File: config.mk
export PLATFORM = sky130hd
export DESIGN_NAME = periph_top
export DESIGN_NICKNAME = d
export VERILOG_FILES = /design/src/bus_pkg.sv /design/src/uart_pkg.sv /design/src/clint.sv /design/src/uart_tx.sv /design/src/uart_rx.sv /design/src/periph_bus.sv /design/src/periph_top.sv
export SDC_FILE = /design/constraint.sdc
export NUM_CORES = 1
export LEC_CHECK = 0
export BUFFER_PORTS_ARGS = -buffer_cell sky130_fd_sc_hd__buf_2
export CAP_MARGIN = 20
export CORE_MARGIN = 2
export CORE_UTILIZATION = 30
export CTS_CLUSTER_SIZE = 30
export DETAILED_ROUTE_END_ITERATION = 10
export MAX_ROUTING_LAYER = met4
export PLACE_DENSITY = 0.46
export SETUP_SLACK_MARGIN = 0.02
export SLEW_MARGIN = 20
export SYNTH_ARGS = -nofsm -noshare
export SYNTH_HDL_FRONTEND = slang
export SYNTH_SLANG_ARGS = --single-unit
File: constraint.sdc
create_clock -name clk -period 3.3 [get_ports clk]
set_input_delay 0.495 -clock clk [delete_from_list [all_inputs] [get_ports clk]]
set_output_delay 0.495 -clock clk [all_outputs]
set_load 0.02 [all_outputs]
File: src/bus_pkg.sv
`default_nettype none

package bus_pkg;
    typedef logic[31:0] addr_t;
    typedef logic[31:0] data_t;
    typedef logic[63:0] mtime_t;

    //clint register map
    localparam addr_t MSIP_ADDR = 32'h0200_0000;
    localparam addr_t MTIMECMP_LO_ADDR = 32'h0200_4000;
    localparam addr_t MTIMECMP_HI_ADDR = MTIMECMP_LO_ADDR + 32'd4;
    localparam addr_t MTIME_LO_ADDR = 32'h0200_BFF8;
    localparam addr_t MTIME_HI_ADDR = MTIME_LO_ADDR + 32'd4;

    //uart register map
    localparam addr_t UART_TXDATA_ADDR = 32'h1000_0000;
    localparam addr_t UART_RXDATA_ADDR = 32'h1000_0004;
    localparam addr_t UART_STATUS_ADDR = 32'h1000_0008;

    //uart status word
    localparam int STATUS_TX_BUSY_BIT = 0;
    localparam int STATUS_RX_VALID_BIT = 1;
    localparam int STATUS_RX_FRAME_ERR_BIT = 2;

    //compare never matches out of reset
    localparam mtime_t MTIMECMP_RESET = '1;
endpackage

`default_nettype wire

File: src/uart_pkg.sv
`default_nettype none

package uart_pkg;
    typedef logic[7:0] uart_byte_t;

    localparam int SYS_FREQ = 8000000;
    localparam int UART_BAUD = 1000000;

    //clocks per bit
    localparam int FREQ_DIV = SYS_FREQ / UART_BAUD;

    typedef logic[$clog2(FREQ_DIV + 1) - 1:0] baud_cnt_t;

    //8N1 frame
    localparam int DATA_BITS = 8;

    typedef logic[$clog2(DATA_BITS) - 1:0] bit_idx_t;

    typedef enum logic[1:0] {
        TX_IDLE,
        TX_START,
        TX_DATA,
        TX_STOP
    } tx_state_t;

    typedef enum logic[1:0] {
        RX_IDLE,
        RX_START,
        RX_DATA,
        RX_STOP
    } rx_state_t;
endpackage

`default_nettype wire

File: src/clint.sv
`timescale 1ns/1ns
`default_nettype none

module clint(
        input logic clk,
        input logic rst_n,

        input logic msip_we,
        input logic mtimecmp_lo_we,
        input logic mtimecmp_hi_we,
        input logic mtime_lo_we,
        input logic mtime_hi_we,
        input bus_pkg::data_t wdata,

        output logic msip,
        output bus_pkg::mtime_t mtime,
        output bus_pkg::mtime_t mtimecmp,

        output logic int_software,
        output logic int_timer
    );

    //software interrupt pending bit
    always_ff @(posedge clk or negedge rst_n) begin
        if (!rst_n) begin
            msip <= 1'b0;
        end else if (msip_we) begin
            msip <= wdata[0];
        end
    end

    assign int_software = msip;

    //free running, a written half replaces the increment for that cycle
    always_ff @(posedge clk or negedge rst_n) begin
        if (!rst_n) begin
            mtime <= '0;
        end else if (mtime_lo_we) begin
            mtime <= {mtime[63:32], wdata};
        end else if (mtime_hi_we) begin
            mtime <= {wdata, mtime[31:0]};
        end else begin
            mtime <= mtime + 64'd1;
        end
    end

    always_ff @(posedge clk or negedge rst_n) begin
        if (!rst_n) begin
            mtimecmp <= bus_pkg::MTIMECMP_RESET;
        end else begin
            if (mtimecmp_lo_we) begin
                mtimecmp[31:0] <= wdata;
            end

            if (mtimecmp_hi_we) begin
                mtimecmp[63:32] <= wdata;
            end
        end
    end

    //one cycle behind the compare
    always_ff @(posedge clk or negedge rst_n) begin
        if (!rst_n) begin
            int_timer <= 1'b0;
        end else begin
            int_timer <= mtime >= mtimecmp;
        end
    end
endmodule

`default_nettype wire

File: src/uart_tx.sv
`timescale 1ns/1ns
`default_nettype none

module uart_tx(
        input logic clk,
        input logic rst_n,

        input logic tx_start,
        input uart_pkg::uart_byte_t tx_byte,

        output logic tx_busy,
        output logic txd
    );

    uart_pkg::tx_state_t state;
    uart_pkg::baud_cnt_t baud_cnt;
    uart_pkg::bit_idx_t bit_idx;
    uart_pkg::uart_byte_t shift_reg;
    logic bit_end;

    assign bit_end = baud_cnt == uart_pkg::baud_cnt_t'(uart_pkg::FREQ_DIV - 1);
    assign tx_busy = state != uart_pkg::TX_IDLE;

    always_ff @(posedge clk or negedge rst_n) begin
        if (!rst_n) begin
            state <= uart_pkg::TX_IDLE;
            baud_cnt <= '0;
            bit_idx <= '0;
            txd <= 1'b1;
        end else begin
            if (state == uart_pkg::TX_IDLE || bit_end) begin
                baud_cnt <= '0;
            end else begin
                baud_cnt <= baud_cnt + 1'b1;
            end

            case (state)
                uart_pkg::TX_IDLE: begin
                    if (tx_start) begin
                        state <= uart_pkg::TX_START;
                        txd <= 1'b0;
                    end
                end

                uart_pkg::TX_START: begin
                    if (bit_end) begin
                        state <= uart_pkg::TX_DATA;
                        bit_idx <= '0;
                        txd <= shift_reg[0];
                    end
                end

                uart_pkg::TX_DATA: begin
                    if (bit_end) begin
                        if (bit_idx == uart_pkg::bit_idx_t'(uart_pkg::DATA_BITS - 1)) begin
                            state <= uart_pkg::TX_STOP;
                            txd <= 1'b1;
                        end else begin
                            bit_idx <= bit_idx + 1'b1;
                            //shift_reg moves on this same edge
                            txd <= shift_reg[1];
                        end
                    end
                end

                uart_pkg::TX_STOP: begin
                    if (bit_end) begin
                        state <= uart_pkg::TX_IDLE;
                    end
                end
            endcase
        end
    end

    //lsb first
    always_ff @(posedge clk) begin
        if (state == uart_pkg::TX_IDLE && tx_start) begin
            shift_reg <= tx_byte;
        end else if (state == uart_pkg::TX_DATA && bit_end) begin
            shift_reg <= shift_reg >> 1;
        end
    end

    a_idle_line_high: assert property (@(posedge clk) disable iff (!rst_n)
        (state == uart_pkg::TX_IDLE) |-> txd);
endmodule

`default_nettype wire

File: src/uart_rx.sv
`timescale 1ns/1ns
`default_nettype none

module uart_rx(
        input logic clk,
        input logic rst_n,

        input logic rxd,

        output logic rx_done,
        output uart_pkg::uart_byte_t rx_byte,
        output logic rx_frame_err
    );

    logic rxd_meta;
    logic rxd_sync;

    uart_pkg::rx_state_t state;
    uart_pkg::baud_cnt_t baud_cnt;
    uart_pkg::bit_idx_t bit_idx;
    uart_pkg::uart_byte_t shift_reg;
    logic mid_start;
    logic bit_end;

    //half a bit into the start bit, then whole bits from there
    assign mid_start = baud_cnt == uart_pkg::baud_cnt_t'(uart_pkg::FREQ_DIV / 2 - 1);
    assign bit_end = baud_cnt == uart_pkg::baud_cnt_t'(uart_pkg::FREQ_DIV - 1);

    assign rx_byte = shift_reg;

    //line idles high
    always_ff @(posedge clk or negedge rst_n) begin
        if (!rst_n) begin
            rxd_meta <= 1'b1;
            rxd_sync <= 1'b1;
        end else begin
            rxd_meta <= rxd;
            rxd_sync <= rxd_meta;
        end
    end

    always_ff @(posedge clk or negedge rst_n) begin
        if (!rst_n) begin
            state <= uart_pkg::RX_IDLE;
            baud_cnt <= '0;
            bit_idx <= '0;
            rx_done <= 1'b0;
            rx_frame_err <= 1'b0;
        end else begin
            rx_done <= 1'b0;

            case (state)
                uart_pkg::RX_IDLE: begin
                    baud_cnt <= '0;

                    if (!rxd_sync) begin
                        state <= uart_pkg::RX_START;
                    end
                end

                uart_pkg::RX_START: begin
                    if (mid_start) begin
                        baud_cnt <= '0;
                        bit_idx <= '0;
                        //a short low pulse is not a start bit
                        state <= rxd_sync ? uart_pkg::RX_IDLE : uart_pkg::RX_DATA;
                    end else begin
                        baud_cnt <= baud_cnt + 1'b1;
                    end
                end

                uart_pkg::RX_DATA: begin
                    if (bit_end) begin
                        baud_cnt <= '0;

                        if (bit_idx == uart_pkg::bit_idx_t'(uart_pkg::DATA_BITS - 1)) begin
                            state <= uart_pkg::RX_STOP;
                        end else begin
                            bit_idx <= bit_idx + 1'b1;
                        end
                    end else begin
                        baud_cnt <= baud_cnt + 1'b1;
                    end
                end

                uart_pkg::RX_STOP: begin
                    if (bit_end) begin
                        baud_cnt <= '0;
                        state <= uart_pkg::RX_IDLE;
                        rx_done <= 1'b1;
                        rx_frame_err <= !rxd_sync;
                    end else begin
                        baud_cnt <= baud_cnt + 1'b1;
                    end
                end
            endcase
        end
    end

    //first bit received ends up in bit 0
    always_ff @(posedge clk) begin
        if (state == uart_pkg::RX_DATA && bit_end) begin
            shift_reg <= {rxd_sync, shift_reg[7:1]};
        end
    end

    a_done_pulse: assert property (@(posedge clk) disable iff (!rst_n)
        rx_done |=> !rx_done);
endmodule

`default_nettype wire

File: src/periph_bus.sv
`timescale 1ns/1ns
`default_nettype none

module periph_bus(
        input logic clk,
        input logic rst_n,

        input logic read_req,
        input bus_pkg::addr_t read_addr,
        output logic read_ack,
        output bus_pkg::data_t read_data,

        input logic write_req,
        input bus_pkg::addr_t write_addr,
        input bus_pkg::data_t write_data,
        output logic write_ack,

        input logic msip,
        input bus_pkg::mtime_t mtime,
        input bus_pkg::mtime_t mtimecmp,
        output logic msip_we,
        output logic mtimecmp_lo_we,
        output logic mtimecmp_hi_we,
        output logic mtime_lo_we,
        output logic mtime_hi_we,
        output bus_pkg::data_t wdata,

        input logic tx_busy,
        output logic tx_start,
        output uart_pkg::uart_byte_t tx_byte,

        input logic rx_done,
        input uart_pkg::uart_byte_t rx_byte,
        input logic rx_frame_err
    );

    logic read_req_d;
    logic write_req_d;
    logic read_new;
    logic write_new;
    logic tx_write;
    logic rx_read;

    uart_pkg::uart_byte_t rx_data;
    logic rx_valid;
    logic rx_err_flag;
    bus_pkg::data_t status;
    bus_pkg::data_t read_mux;

    //a request counts only on its first sampled cycle
    assign read_new = read_req && !read_req_d;
    assign write_new = write_req && !write_req_d;

    always_ff @(posedge clk or negedge rst_n) begin
        if (!rst_n) begin
            read_req_d <= 1'b0;
            write_req_d <= 1'b0;
            read_ack <= 1'b0;
            write_ack <= 1'b0;
        end else begin
            read_req_d <= read_req;
            write_req_d <= write_req;
            read_ack <= read_new;
            write_ack <= write_new;
        end
    end

    //clint registers load on the edge that raises write_ack
    assign msip_we = write_new && (write_addr == bus_pkg::MSIP_ADDR);
    assign mtimecmp_lo_we = write_new && (write_addr == bus_pkg::MTIMECMP_LO_ADDR);
    assign mtimecmp_hi_we = write_new && (write_addr == bus_pkg::MTIMECMP_HI_ADDR);
    assign mtime_lo_we = write_new && (write_addr == bus_pkg::MTIME_LO_ADDR);
    assign mtime_hi_we = write_new && (write_addr == bus_pkg::MTIME_HI_ADDR);
    assign wdata = write_data;

    assign tx_write = write_new && (write_addr == bus_pkg::UART_TXDATA_ADDR);
    assign rx_read = read_new && (read_addr == bus_pkg::UART_RXDATA_ADDR);

    //byte dropped while the transmitter is busy
    always_ff @(posedge clk or negedge rst_n) begin
        if (!rst_n) begin
            tx_start <= 1'b0;
        end else begin
            tx_start <= tx_write && !tx_busy;
        end
    end

    always_ff @(posedge clk) begin
        if (tx_write) begin
            tx_byte <= write_data[7:0];
        end
    end

    //sticky until software reads RXDATA
    always_ff @(posedge clk or negedge rst_n) begin
        if (!rst_n) begin
            rx_valid <= 1'b0;
            rx_err_flag <= 1'b0;
        end else if (rx_done) begin
            rx_valid <= 1'b1;
            rx_err_flag <= rx_err_flag | rx_frame_err;
        end else if (rx_read) begin
            rx_valid <= 1'b0;
            rx_err_flag <= 1'b0;
        end
    end

    always_ff @(posedge clk) begin
        if (rx_done) begin
            rx_data <= rx_byte;
        end
    end

    always_comb begin
        status = '0;
        status[bus_pkg::STATUS_TX_BUSY_BIT] = tx_busy;
        status[bus_pkg::STATUS_RX_VALID_BIT] = rx_valid;
        status[bus_pkg::STATUS_RX_FRAME_ERR_BIT] = rx_err_flag;
    end

    //unmapped reads return zero
    always_comb begin
        case (read_addr)
            bus_pkg::MSIP_ADDR: read_mux = {31'd0, msip};
            bus_pkg::MTIMECMP_LO_ADDR: read_mux = mtimecmp[31:0];
            bus_pkg::MTIMECMP_HI_ADDR: read_mux = mtimecmp[63:32];
            bus_pkg::MTIME_LO_ADDR: read_mux = mtime[31:0];
            bus_pkg::MTIME_HI_ADDR: read_mux = mtime[63:32];
            bus_pkg::UART_RXDATA_ADDR: read_mux = {24'd0, rx_data};
            bus_pkg::UART_STATUS_ADDR: read_mux = status;
            default: read_mux = '0;
        endcase
    end

    always_ff @(posedge clk) begin
        if (read_new) begin
            read_data <= read_mux;
        end
    end

    a_ack_exclusive: assert property (@(posedge clk) disable iff (!rst_n)
        !(read_ack && write_ack));

    a_tx_start_idle: assert property (@(posedge clk) disable iff (!rst_n)
        tx_start |-> !tx_busy);
endmodule

`default_nettype wire

File: src/periph_top.sv
`timescale 1ns/1ns
`default_nettype none

module periph_top(
        input logic clk,
        input logic rst_n,

        input logic read_req,
        input bus_pkg::addr_t read_addr,
        output logic read_ack,
        output bus_pkg::data_t read_data,

        input logic write_req,
        input bus_pkg::addr_t write_addr,
        input bus_pkg::data_t write_data,
        output logic write_ack,

        output logic int_software,
        output logic int_timer,

        input logic rxd,
        output logic txd
    );

    //bus<->clint
    logic msip_we;
    logic mtimecmp_lo_we;
    logic mtimecmp_hi_we;
    logic mtime_lo_we;
    logic mtime_hi_we;
    bus_pkg::data_t wdata;
    logic msip;
    bus_pkg::mtime_t mtime;
    bus_pkg::mtime_t mtimecmp;

    //bus<->uart_tx
    logic tx_start;
    uart_pkg::uart_byte_t tx_byte;
    logic tx_busy;

    //bus<->uart_rx
    logic rx_done;
    uart_pkg::uart_byte_t rx_byte;
    logic rx_frame_err;

    periph_bus periph_bus_inst(.*);
    clint clint_inst(.*);
    uart_tx uart_tx_inst(.*);
    uart_rx uart_rx_inst(.*);
endmodule

`default_nettype wire

==> metrics, run 1 <==
critical path startpoint clint_inst.mtime[27]$_DFFE_PN0P_; Seq/Total Area, Yosys 0.470; share of cells above drive strength 1 0.274; syn nets 1425; Yosys warnings 0; via count 10447; # DRC 0; post-CTS resize count 0; DR WL/cell 19.8 µm; dpl hpwl 28400 µm; H-tree depth 1; DRT Pass-1 Iters 5; most frequent cells in the layout 135 x buf_2, 93 x nor2_1, 93 x dfrtp_1; WS Path Type register to register; number of I/O port buffers 137; # rows 75; die area roughly 0.044 mm²; final wirelength 38900 µm; area of the mapped netlist 0.0128 mm²; CTS Buf Count 28; Clock Path Buffers 3; core box area approximately 0.042 mm²; switch share 0.239; ys async rst share 0.714; clock skew 0.0120 ns; Max IR drop VDD 300 µV; HP Class input pin to register; FF/Latch Area 0.00601 mm²; Synth top area share 0.182; EDFF count, synth 64; Worst Path Arrival 3.24 ns; Sequential Power Share 0.439; #FFs+latches synth between 200 and 250; largest net degree at the start of global routing slightly above 70; Leak 6.24 nW; biggest regs clint_inst.mtime (64), clint_inst.mtimecmp (64), periph_bus_inst.read_data (32); Max-Slew Margin vs Limit 0.462; TritonCTS clock tree yes; post-route minimum period 2.76 ns; initial antenna violation count 0; internal power 5.25 mW; synth-to-layout area growth 20.5%; most common cell after layout, fill and taps aside buf_2; RSZ-0062 raised after global routing false; fin crit share 0.838; clock power share 0.497; Root Driver clkbuf_16; first-pass GRT wire length 61500 µm; Die W between 200 and 250 µm; diode count 0; worst r2r src clint_inst.mtime[27]$_DFFE_PN0P_; Multi-input gate area ~0.0063 mm²; post-synthesis instance total 1248; final count of hold timing violations 0; TNS Setup 0 ns; CP required 3.77 ns; CP startpoint kind register; switching power 1.65 mW; DIE HEIGHT approximately 210 µm; Pins Over Slew Limit 0; MaxCap Viol Count 0; vias in the first global route 10453; outcome finished, final reports clean; Comb power frac 0.064; # IOs 138; crit end category register; Routed Antenna Nets 0; clock slew at reported path FFs roughly 0.060 ns; CP max FO 9; worst-margin pin slew approximately 0.8 ns; Synth area leaders dfrtp_1 18%, edfxtp_1 15%, dfstp_2 14%; total grt overflow 0; hold path start rxd; clock latency on the worst-skew pair 0.57 ns; Initial Util 0.304; Final setup viols 0; Mean Syn Cell Area 10.3 µm²; # fillers 4294; Nets 1579; All-Layer GR Usage 0.181; synth unique cells 70; Fmax achieved 362 MHz; dominant cell type by area after synthesis dfrtp_1; RePlAce Congestion 0.813; ys flop type dfrtp_1; worst hold margin 0.0396 ns; clk sinks ~220; pwr dens 447 mW/mm²; Initial DRC Count between 600 and 700; DR vias/cell 5.32
==> metal layers <==
metal / vias up / part of all wire / global-route usage
met3: 48 / 0.037 / 0.0209
li1: 4994 / - / -
met4: 0 / 0.017 / 0.0410
met2: 213 / 0.46 / 0.282
met1: 5192 / 0.49 / 0.253
met5: - / 0 / -
==> synthesized netlist by cell type, types with 5 or more instances <==
master / n
inv_1: 88
ha_1: 76
dfstp_2: 67
buf_2: 10
o21ai_0: 54
mux2_2: 72
nand2_1: 90
o32ai_1: 10
nor3_1: 28
nor2_1: 95
clkbuf_1: 37
edfxtp_1: 64
a21o_1: 5
o211ai_1: 6
a221o_1: 6
or2_2: 6
a21oi_1: 76
and3_1: 15
nand4_1: 38
dfrtp_1: 93
nor4_1: 22
buf_1: 5
nand3_1: 34
o221ai_1: 7
nor2b_1: 6
and4_1: 12
mux2i_1: 62
nand2b_1: 6
a211oi_1: 20
o22ai_1: 47
a22o_1: 8
==> cells by family after synthesis <==
family,after synthesis,synth area share
buf+inv,141,0.0429
flops,224,0.470
xor+xnor,2,0.00137
mux,136,0.114
simple gates,384,0.155
fa+ha+maj,76,0.0743
compound gates,285,0.143
==> cell type report <==
class / count / share of cell area
Multi-Input combinational cell: 883 / 0.407
Clock buffer: 34 / 0.0502
Sequential cell: 224 / 0.390
Clock inverter: 18 / 0.0162
Tap cell: 539 / 0.0437
Inverter: 88 / 0.0214
Timing Repair Buffer: 177 / 0.0719
==> what timing repair did <==
action	4_1_cts	5_1_grt
hold buffers	1	0
setup buffers	0	0
hold endpoints to repair	14	0
==> stage by stage <==
step	power, mW	utilization	area [µm²]	worst slack, ns	std cells
final	6.90	0.367	15400	0.535	1963
after global routing	7.17	0.367	15400	0.332	1963
after floorplan	3.29	-	12800	0.243	1248
after global placement	3.52	0.342	14400	0.352	1910
after CTS	7.01	0.367	15400	0.509	1963
after detailed placement	3.53	0.342	14400	0.354	1910
==> power by group through the flow <==
stage / Sequential (mW) / Combinational (mW) / Clock [mW]
detailed placement: 3.08 / 0.450 / 0
finish: 3.03 / 0.443 / 3.43
global route: 3.04 / 0.493 / 3.64
CTS: 3.03 / 0.452 / 3.53
global placement: 3.07 / 0.447 / 0
floorplan: 3.04 / 0.256 / 0
==> worst max-delay path: stages, from the launching register on <==
cell,delay (ns)
dfrtp_1,0.46
nand3_2,0.16
or4_4,0.62
or4_4,0.54
nor4_4,0.48
a311oi_1,0.18
a211oi_1,0.24
==> worst paths after layout <==
check / end / slack, ns / cells after the start
max in group asynchronous: clint_inst.mtimecmp[61]$_DFFE_PN1P_ / 1.95 / 3
hold reg to reg: uart_rx_inst.rxd_sync$_DFF_PN1_ / 0.35 / 0
min in group asynchronous: uart_rx_inst.baud_cnt[3]$_DFF_PN0_ / 0.54 / 2
setup / recovery: clint_inst.mtime[55]$_DFFE_PN0N_ / 0.54 / 6
hold / removal: uart_rx_inst.rxd_meta$_DFF_PN1_ / 0.04 / 1
setup reg to reg: clint_inst.mtime[55]$_DFFE_PN0N_ / 0.54 / 6
Note: power is estimated with default switching activity, not from simulation.
==> run 2: changes to the inputs <==
--- a/config.mk
+++ b/config.mk
@@ -5,6 +5,7 @@
 export SDC_FILE = /design/constraint.sdc
 export NUM_CORES = 1
 export LEC_CHECK = 0
+export ABC_AREA = 1
 export BUFFER_PORTS_ARGS = -buffer_cell sky130_fd_sc_hd__buf_2
 export CAP_MARGIN = 20
 export CORE_MARGIN = 2
==> constraint.sdc (replaced) <==
create_clock -name clk -period 2.89 [get_ports clk]
set_input_delay 0.4335 -clock clk [delete_from_list [all_inputs] [get_ports clk]]
set_output_delay 0.4335 -clock clk [all_outputs]
set_load 0.02 [all_outputs]
==> run 2 against run 1 <==
  * Sequential power is 9.9% higher
  * Die area rose by 13%
  * Highest routed layer unchanged
  * Final cell count is 40% higher
  * Worst setup slack improved by 0.10 ns
  * Final area grew 10%
  * Global-route usage up 4.4 points
  * Sequential cell count did not move
  * Clock skew is essentially flat
  * Largest power group unchanged
  * Register-to-register slack gained 0.10 ns
  * Sequential share of layout area decreased by 3.6 points
==> metrics, run 2 <==
outcome finished, final reports clean (unchanged); die area 0.0501 mm² (was 0.0443 mm²); Worst setup endpoint clint_inst.mtime[47]$_DFFE_PN0N_ (was clint_inst.mtime[55]$_DFFE_PN0N_); # IOs 138 (unchanged); biggest regs clint_inst.mtime (64), clint_inst.mtimecmp (64), periph_bus_inst.read_data (32) (unchanged); clock latency on the worst-skew pair 0.59 ns (was 0.57 ns); diode count 0 (unchanged); DR WL/cell 19.8 µm (about the same); Max IR drop VDD 414 µV (was 300 µV); vias in the first global route 13300 (was 10453); MaxCap Viol Count 0 (unchanged); Synth area leaders dfrtp_1 16%, nand2_1 14%, edfxtp_1 13% (was dfrtp_1 18%, edfxtp_1 15%, dfstp_2 14%); CP required 3.36 ns (was 3.77 ns); most common cell after layout, fill and taps aside nand2_1 (was buf_2); post-CTS setup buffers 0 (unchanged); crit path buf inv count 0 (unchanged); post-route minimum period 2.25 ns (was 2.76 ns); core box area 0.0477 mm² (was 0.0420 mm²); Final setup viols 0 (unchanged); most frequent cells in the layout 545 x nand2_1, 255 x inv_1, 226 x nor2_1 (was 135 x buf_2, 93 x nor2_1, 93 x dfrtp_1); terminus of the critical flop-to-flop path clint_inst.mtime[47]$_DFFE_PN0N_ (was clint_inst.mtime[55]$_DFFE_PN0N_); Top delay family on crit path simple AND/OR/NAND/NOR gates (unchanged); synth unique cells 44 (was 70); Initial DRC Count 1045 (was 615); initial antenna violation count 0 (unchanged); largest net degree at the start of global routing 65 (was 72); most frequent cell after synthesis nand2_1 (was nor2_1); total grt overflow 0 (unchanged); complex-gate fraction of the synthesized area 0.0628 (was 0.143); WS Path Type register to register (unchanged); Routed Antenna Nets 0 (unchanged); worst-margin pin slew 1.05 ns (was 0.800 ns); number of I/O port buffers 137 (unchanged); first-pass GRT wire length 82800 µm (was 61500 µm); dominant cell type by area after synthesis dfrtp_1 (unchanged); Seq/Total Area, Yosys 0.415 (was 0.470); mux share of post-synthesis cell area 0.00544 (was 0.114); TritonCTS clock tree yes (unchanged); worst hold margin 0.0955 ns (was 0.0396 ns); pwr dens 429 mW/mm² (was 447 mW/mm²); ys async rst share 0.714 (unchanged); Max-Slew Margin vs Limit 0.295 (was 0.462); list of most frequent post-synthesis cells 545 x nand2_1, 255 x inv_1, 228 x nor2_1 (was 95 x nor2_1, 93 x dfrtp_1, 90 x nand2_1); HP Class input pin to register (unchanged); R2R depth 8 (was 6); Initial Util 0.304 (about the same); syn nets 2141 (was 1425); DRT Pass-1 Iters 5 (unchanged); CP max FO 7 (was 9); Post-Synth Adder-Cell Area 0.0656 (was 0.0743); EDFF count, synth 64 (unchanged); clock skew 0.0116 ns (was 0.0120 ns); Worst Path Arrival 2.72 ns (was 3.24 ns); Crit path depth 8 (was 6); RePlAce Congestion 0.934 (was 0.813); # hold bufs at CTS 4 (was 1); post-synthesis instance total 1964 (was 1248); Worst path most repeated cell nand2_1 (was or4_4); Yosys warnings 0 (unchanged); via count 13651 (was 10447); clock slew at reported path FFs 0.06 ns (about the same); Nets 2294 (was 1579); ys flop type dfrtp_1 (unchanged); final count of hold timing violations 0 (unchanged); Synth Area in Simple Gates 0.343 (was 0.155); Root Driver clkbuf_16 (unchanged); largest family of logic cells by synthesized area simple AND/OR/NAND/NOR gates (unchanged); #FFs+latches synth 224 (unchanged); # DRC 0 (unchanged); Fmax achieved 444 MHz (was 362 MHz); TNS Setup 0 ns (unchanged); crit end category register (unchanged); critical path, cell by cell nand2_1, nor2_1, nand2_1, nor2_2, nand3_1, xor2_1, nand2_1, nand2_1 (was nand3_2, or4_4, or4_4, nor4_4, a311oi_1, a211oi_1); CTS Buf Count 29 (was 28); Leak 7.80 nW (was 6.24 nW); # rows 80 (was 75); area of the mapped netlist 0.0145 mm² (was 0.0128 mm²); Mean Syn Cell Area 7.38 µm² (was 10.3 µm²); post-CTS resize count 0 (unchanged); Clock Path Buffers 3 (unchanged); synth-to-layout area growth 17.4% (was 20.5%); XOR/XNOR Fraction of Synth Area 0.0205 (was 0.00137); All-Layer GR Usage 0.225 (was 0.181); CP startpoint kind register (unchanged); final wirelength 54600 µm (was 38900 µm); Pins Over Slew Limit 0 (unchanged); CP max stage cell dfrtp_1 (was or4_4); share of cells above drive strength 1 0.155 (was 0.274); DR vias/cell 4.95 (was 5.32); DIE HEIGHT 224 µm (was 211 µm); fin crit share 0.779 (was 0.838); clk sinks 224 (unchanged); Synth top area share 0.161 (was 0.182); worst r2r src clint_inst.mtime[10]$_DFFE_PN0P_ (was clint_inst.mtime[27]$_DFFE_PN0P_); Die W 224 µm (was 211 µm); reg-to-reg setup timing slack 0.64 ns (was 0.54 ns); critical path startpoint clint_inst.mtime[10]$_DFFE_PN0P_ (was clint_inst.mtime[27]$_DFFE_PN0P_); dpl hpwl 41600 µm (was 28400 µm); H-tree depth 1 (unchanged); Largest stage delay, worst path 0.53 ns (was 0.62 ns); RSZ-0062 raised after global routing false (unchanged)
## run 2: per-stage QoR
| step | setup slack (ns) | util | total power [mW] | std cells | area (µm²) |
|---|---|---|---|---|---|
| 2_1_floorplan | 0.546 | - | 3.56 | 1964 | 14500 |
| 3_3_place_gp | 0.611 | 0.336 | 3.78 | 2697 | 16100 |
| 3_5_place_dp | 0.598 | 0.336 | 3.79 | 2697 | 16100 |
| 4_1_cts | 0.588 | 0.356 | 7.42 | 2755 | 17000 |
| 5_1_grt | 0.552 | 0.356 | 7.57 | 2755 | 17000 |
| 6_report | 0.639 | 0.356 | 7.31 | 2755 | 17000 |
## run 2: worst min-delay path by stage
stage	from	endpoint	slack, ns	cells past startpoint
global route	write_data[27]	clint_inst.mtimecmp[59]$_DFFE_PN1P_	0.1	3
global placement	uart_rx_inst.rxd_meta$_DFF_PN1_	uart_rx_inst.rxd_sync$_DFF_PN1_	0.35	0
detailed placement	uart_rx_inst.rxd_meta$_DFF_PN1_	uart_rx_inst.rxd_sync$_DFF_PN1_	0.35	0
CTS	write_data[31]	clint_inst.mtimecmp[63]$_DFFE_PN1P_	0.07	3
finish	write_data[31]	clint_inst.mtimecmp[63]$_DFFE_PN1P_	0.1	3
floorplan	rst_n	asynchronous set/reset pin	0.14	0
## run 2: metal layers
metal / global-route usage / up-vias / wire (µm)
met5: - / - / 0
met4: 0.0566 / 0 / 1210
met3: 0.0216 / 60 / 2520
met2: 0.356 / 356 / 24800
met1: 0.310 / 6514 / 26000
li1: - / 6721 / -
## run 2: tightest hold or removal path, delay by kind of cell
| family | cells | cell delay, ns |
|---|---|---|
| and+or+nand+nor | 1 | 0.05 |
| buffers and inverters | 1 | 0.12 |
| AOI/OAI and AO/OA | 1 | 0.07 |
## run 2: final cells by class
class	count	area, µm²
clock buffers	39	783
clock inverters	15	136
fillers	5018	30700
inverters	261	980
multi-input cells	1419	7230
flip-flops and latches	224	6010
well taps	615	769
repair buffers	182	1100
## run 2: report_power, final
part | leakage (nW) | internal (mW) | switching, mW
combinational | 4.75 | 0.131 | 0.269
clock | 0.451 | 2.07 | 1.50
sequential | 2.60 | 3.31 | 0.0279
## run 2: cell families after synthesis
group | after synthesis
flip-flops | 224
XOR/XNOR | 34
buffers and inverters | 321
AND/OR/NAND/NOR | 1129
adder cells (fa/ha/maj) | 76
multiplexers | 7
AO/OA/AOI/OAI | 173
==> run 3: changes to the inputs <==
--- a/config.mk
+++ b/config.mk
@@ -13,7 +13,7 @@
 export CTS_CLUSTER_SIZE = 30
 export DETAILED_ROUTE_END_ITERATION = 10
 export MAX_ROUTING_LAYER = met4
-export PLACE_DENSITY = 0.46
+export PLACE_DENSITY = 0.48
 export SETUP_SLACK_MARGIN = 0.02
 export SLEW_MARGIN = 20
 export SYNTH_ARGS = -nofsm -noshare
==> constraint.sdc (replaced) <==
create_clock -name clk -period 2 [get_ports clk]
set_input_delay 0.3 -clock clk [delete_from_list [all_inputs] [get_ports clk]]
set_output_delay 0.3 -clock clk [all_outputs]
set_load 0.02 [all_outputs]
==> run 3 against run 2 <==
  * Clock skew up 0.025 ns
  * Power up 48%
  * Die area unchanged
  * Sequential power up 45%
  * Register-to-register slack worse by 0.53 ns
  * Count of clock-buffer cells in the layout down 5
  * Clock power up 50%
  * Worst hold slack worse by 0.073 ns
  * Critical endpoint is now clint_inst.int_timer$_DFF_PN0_
  * Largest power group unchanged
==> metrics, run 3 (same netlist as run 2, synthesis figures left out) <==
Die W 224 µm (unchanged); total grt overflow 0 (unchanged); FF/Latch Area 0.00604 mm² (was 0.00601 mm²); synth-to-layout area growth 28.5% (was 17.4%); RePlAce Congestion 0.961 (was 0.934); Comb power frac 0.058 (was 0.055); # DRC 0 (unchanged); Root Driver clkbuf_16 (unchanged); R2R depth 8 (unchanged); finished layout cell area 0.0186 mm² (was 0.0170 mm²); critical path startpoint clint_inst.mtimecmp[61]$_DFFE_PN1P_ (was clint_inst.mtime[10]$_DFFE_PN0P_); HP Class input pin to register (unchanged); clock skew 0.0364 ns (was 0.0116 ns); Leak 8.56 nW (was 7.80 nW); TritonCTS clock tree yes (unchanged); post-route minimum period 1.89 ns (was 2.25 ns); DR WL/cell 20.0 µm (was 19.8 µm); # fillers 4993 (was 5018); vias in the first global route 13911 (was 13300); pwr dens 579 mW/mm² (was 429 mW/mm²); Post-DP Area 0.0170 mm² (was 0.0161 mm²); terminus of the critical flop-to-flop path clint_inst.int_timer$_DFF_PN0_ (was clint_inst.mtime[47]$_DFFE_PN0N_); clk sinks 224 (unchanged); CP max FO 2 (was 7); Max IR drop VDD 547 µV (was 414 µV); # IOs 138 (unchanged); worst-margin pin slew 0.538 ns (was 1.05 ns); clock power share 0.495 (was 0.489); internal power 8.11 mW (was 5.51 mW); via count 14379 (was 13651); fin worst setup slack 0.111 ns (was 0.639 ns); crit end category register (unchanged); biggest regs clint_inst.mtime (64), clint_inst.mtimecmp (64), periph_bus_inst.read_data (32) (unchanged); Sequential Power Share 0.447 (was 0.456); Initial DRC Count 1179 (was 1045); All-Layer GR Usage 0.237 (was 0.225); dpl hpwl 43500 µm (was 41600 µm); initial antenna violation count 1 (was 0); RSZ-0062 raised after global routing true (was false); Routed Antenna Nets 0 (unchanged); Worst Path Arrival 2.34 ns (was 2.72 ns); DIE HEIGHT 224 µm (unchanged); hold path start write_data[1] (was write_data[31]); final wirelength 57600 µm (was 54600 µm); WS Path Type register to register (unchanged); Worst Hold Depth 3 (unchanged); Clock Path Buffers 3 (unchanged); DRT Pass-1 Iters 5 (unchanged); CTS Buf Count 28 (was 29); core box area 0.0477 mm² (unchanged); Pins Over Slew Limit 0 (unchanged); diode count 0 (unchanged); MaxCap Viol Count 0 (unchanged); outcome finished, final reports clean (unchanged); most common cell after layout, fill and taps aside nand2_1 (unchanged); clock slew at reported path FFs 0.07 ns (was 0.06 ns); final count of hold timing violations 0 (unchanged); Fmax achieved 529 MHz (was 444 MHz); H-tree depth 1 (unchanged); pre-CTS setup slack -0.227 ns (was 0.598 ns); switching power 2.67 mW (was 1.80 mW); Max-Slew Margin vs Limit 0.641 (was 0.295); reg-to-reg setup timing slack 0.11 ns (was 0.64 ns); die area 0.0501 mm² (unchanged); Multi-input gate area 0.00752 mm² (was 0.00723 mm²); CP startpoint kind register (unchanged); DR vias/cell 4.98 (was 4.95); Nets 2425 (was 2294); Final setup viols 0 (unchanged); fin crit share 0.945 (was 0.779); switch share 0.247 (was 0.246); hold endpoint clint_inst.mtimecmp[1]$_DFFE_PN1P_ (was clint_inst.mtimecmp[63]$_DFFE_PN1P_); Initial Util 0.304 (unchanged); CP required 2.45 ns (was 3.36 ns); first-pass GRT wire length 86900 µm (was 82800 µm); largest net degree at the start of global routing 65 (unchanged); clock latency on the worst-skew pair 0.59 ns (about the same); share of cells above drive strength 1 0.231 (was 0.155); worst r2r src clint_inst.mtimecmp[61]$_DFFE_PN1P_ (was clint_inst.mtime[10]$_DFFE_PN0P_); number of I/O port buffers 137 (unchanged); most frequent cells in the layout 534 x nand2_1, 254 x inv_1, 210 x nor2_1 (was 545 x nand2_1, 255 x inv_1, 226 x nor2_1); # rows 80 (unchanged)
-- run 3: cell types whose count changed in the layout (fill, tap and decap cells not counted), moves of 10 or more --
cell	before	now
buf_4	36	128
buf_12	5	23
nor2_1	226	210
dfrtp_2	0	24
dlygate4sd3_1	4	24
nor2_4	7	17
dfrtp_1	93	69
nand2_1	545	534
-- run 3: metal layers --
metal	track usage	vias to the layer above	wire, µm
met5	-	-	0
met4	0.0484	0	1050
met3	0.0227	70	3120
met2	0.376	399	26400
met1	0.329	6933	27000
li1	-	6977	-
-- run 3: area by class of cell --
type,instances,share of cell area
clock buffers,34,0.0388
inverters,261,0.0526
clock inverters,18,0.0118
repair buffers,314,0.128
multi-input cells,1419,0.404
well taps,615,0.0413
flip-flops and latches,224,0.324
-- run 3: worst max path at each step --
stage	to	slack [ns]
5_1_grt	clint_inst.mtime[62]$_DFFE_PN0N_	-0.006
3_5_place_dp	clint_inst.int_timer$_DFF_PN0_	-0.23
2_1_floorplan	uart_tx_inst.shift_reg[0]$_DFFE_PP_	0.14
4_1_cts	clint_inst.int_timer$_DFF_PN0_	0.003
3_3_place_gp	clint_inst.int_timer$_DFF_PN0_	-0.26
6_report	clint_inst.int_timer$_DFF_PN0_	0.11
-- run 3: power groups by stage --
stage	registers [mW]	logic, mW	clock network, mW
after floorplan	4.92	0.222	0
after global placement	4.90	0.588	0
after detailed placement	4.90	0.601	0
final	4.82	0.629	5.34
after global routing	4.83	0.701	5.63
after CTS	4.82	0.639	5.47
-- run 3: critical path, stage by stage (launching register included) --
cell	delay (ns)
dfstp_2	0.55
inv_1	0.06
ha_1	0.31
a21oi_2	0.17
o21ai_0	0.09
a21oi_1	0.26
nand2_2	0.14
a21oi_2	0.13
nand2_1	0.07
-- run 3: stage by stage --
stage	TNS [ns]	cells	hold WS (ns)	power, mW	util
5_1_grt	-0.00649	2885	0.0192	11.2	0.390
3_3_place_gp	-0.552	2798	0.273	5.49	0.357
2_1_floorplan	0	1964	0.00441	5.14	-
4_1_cts	0	2875	0.000285	10.9	0.383
6_report	0	2885	0.0223	10.8	0.390
3_5_place_dp	-0.484	2798	0.274	5.50	0.357
-- run 3: timing repair --
| item | in CTS | in global routing |
|---|---|---|
| hold buffers | 24 | 0 |
| pin swaps | 2 | 20 |
| gates resized for setup | 17 | 76 |
| setup endpoints to repair | 11 | 30 |
| buffers inserted | 1 | 10 |
| hold endpoints to repair | 73 | 0 |
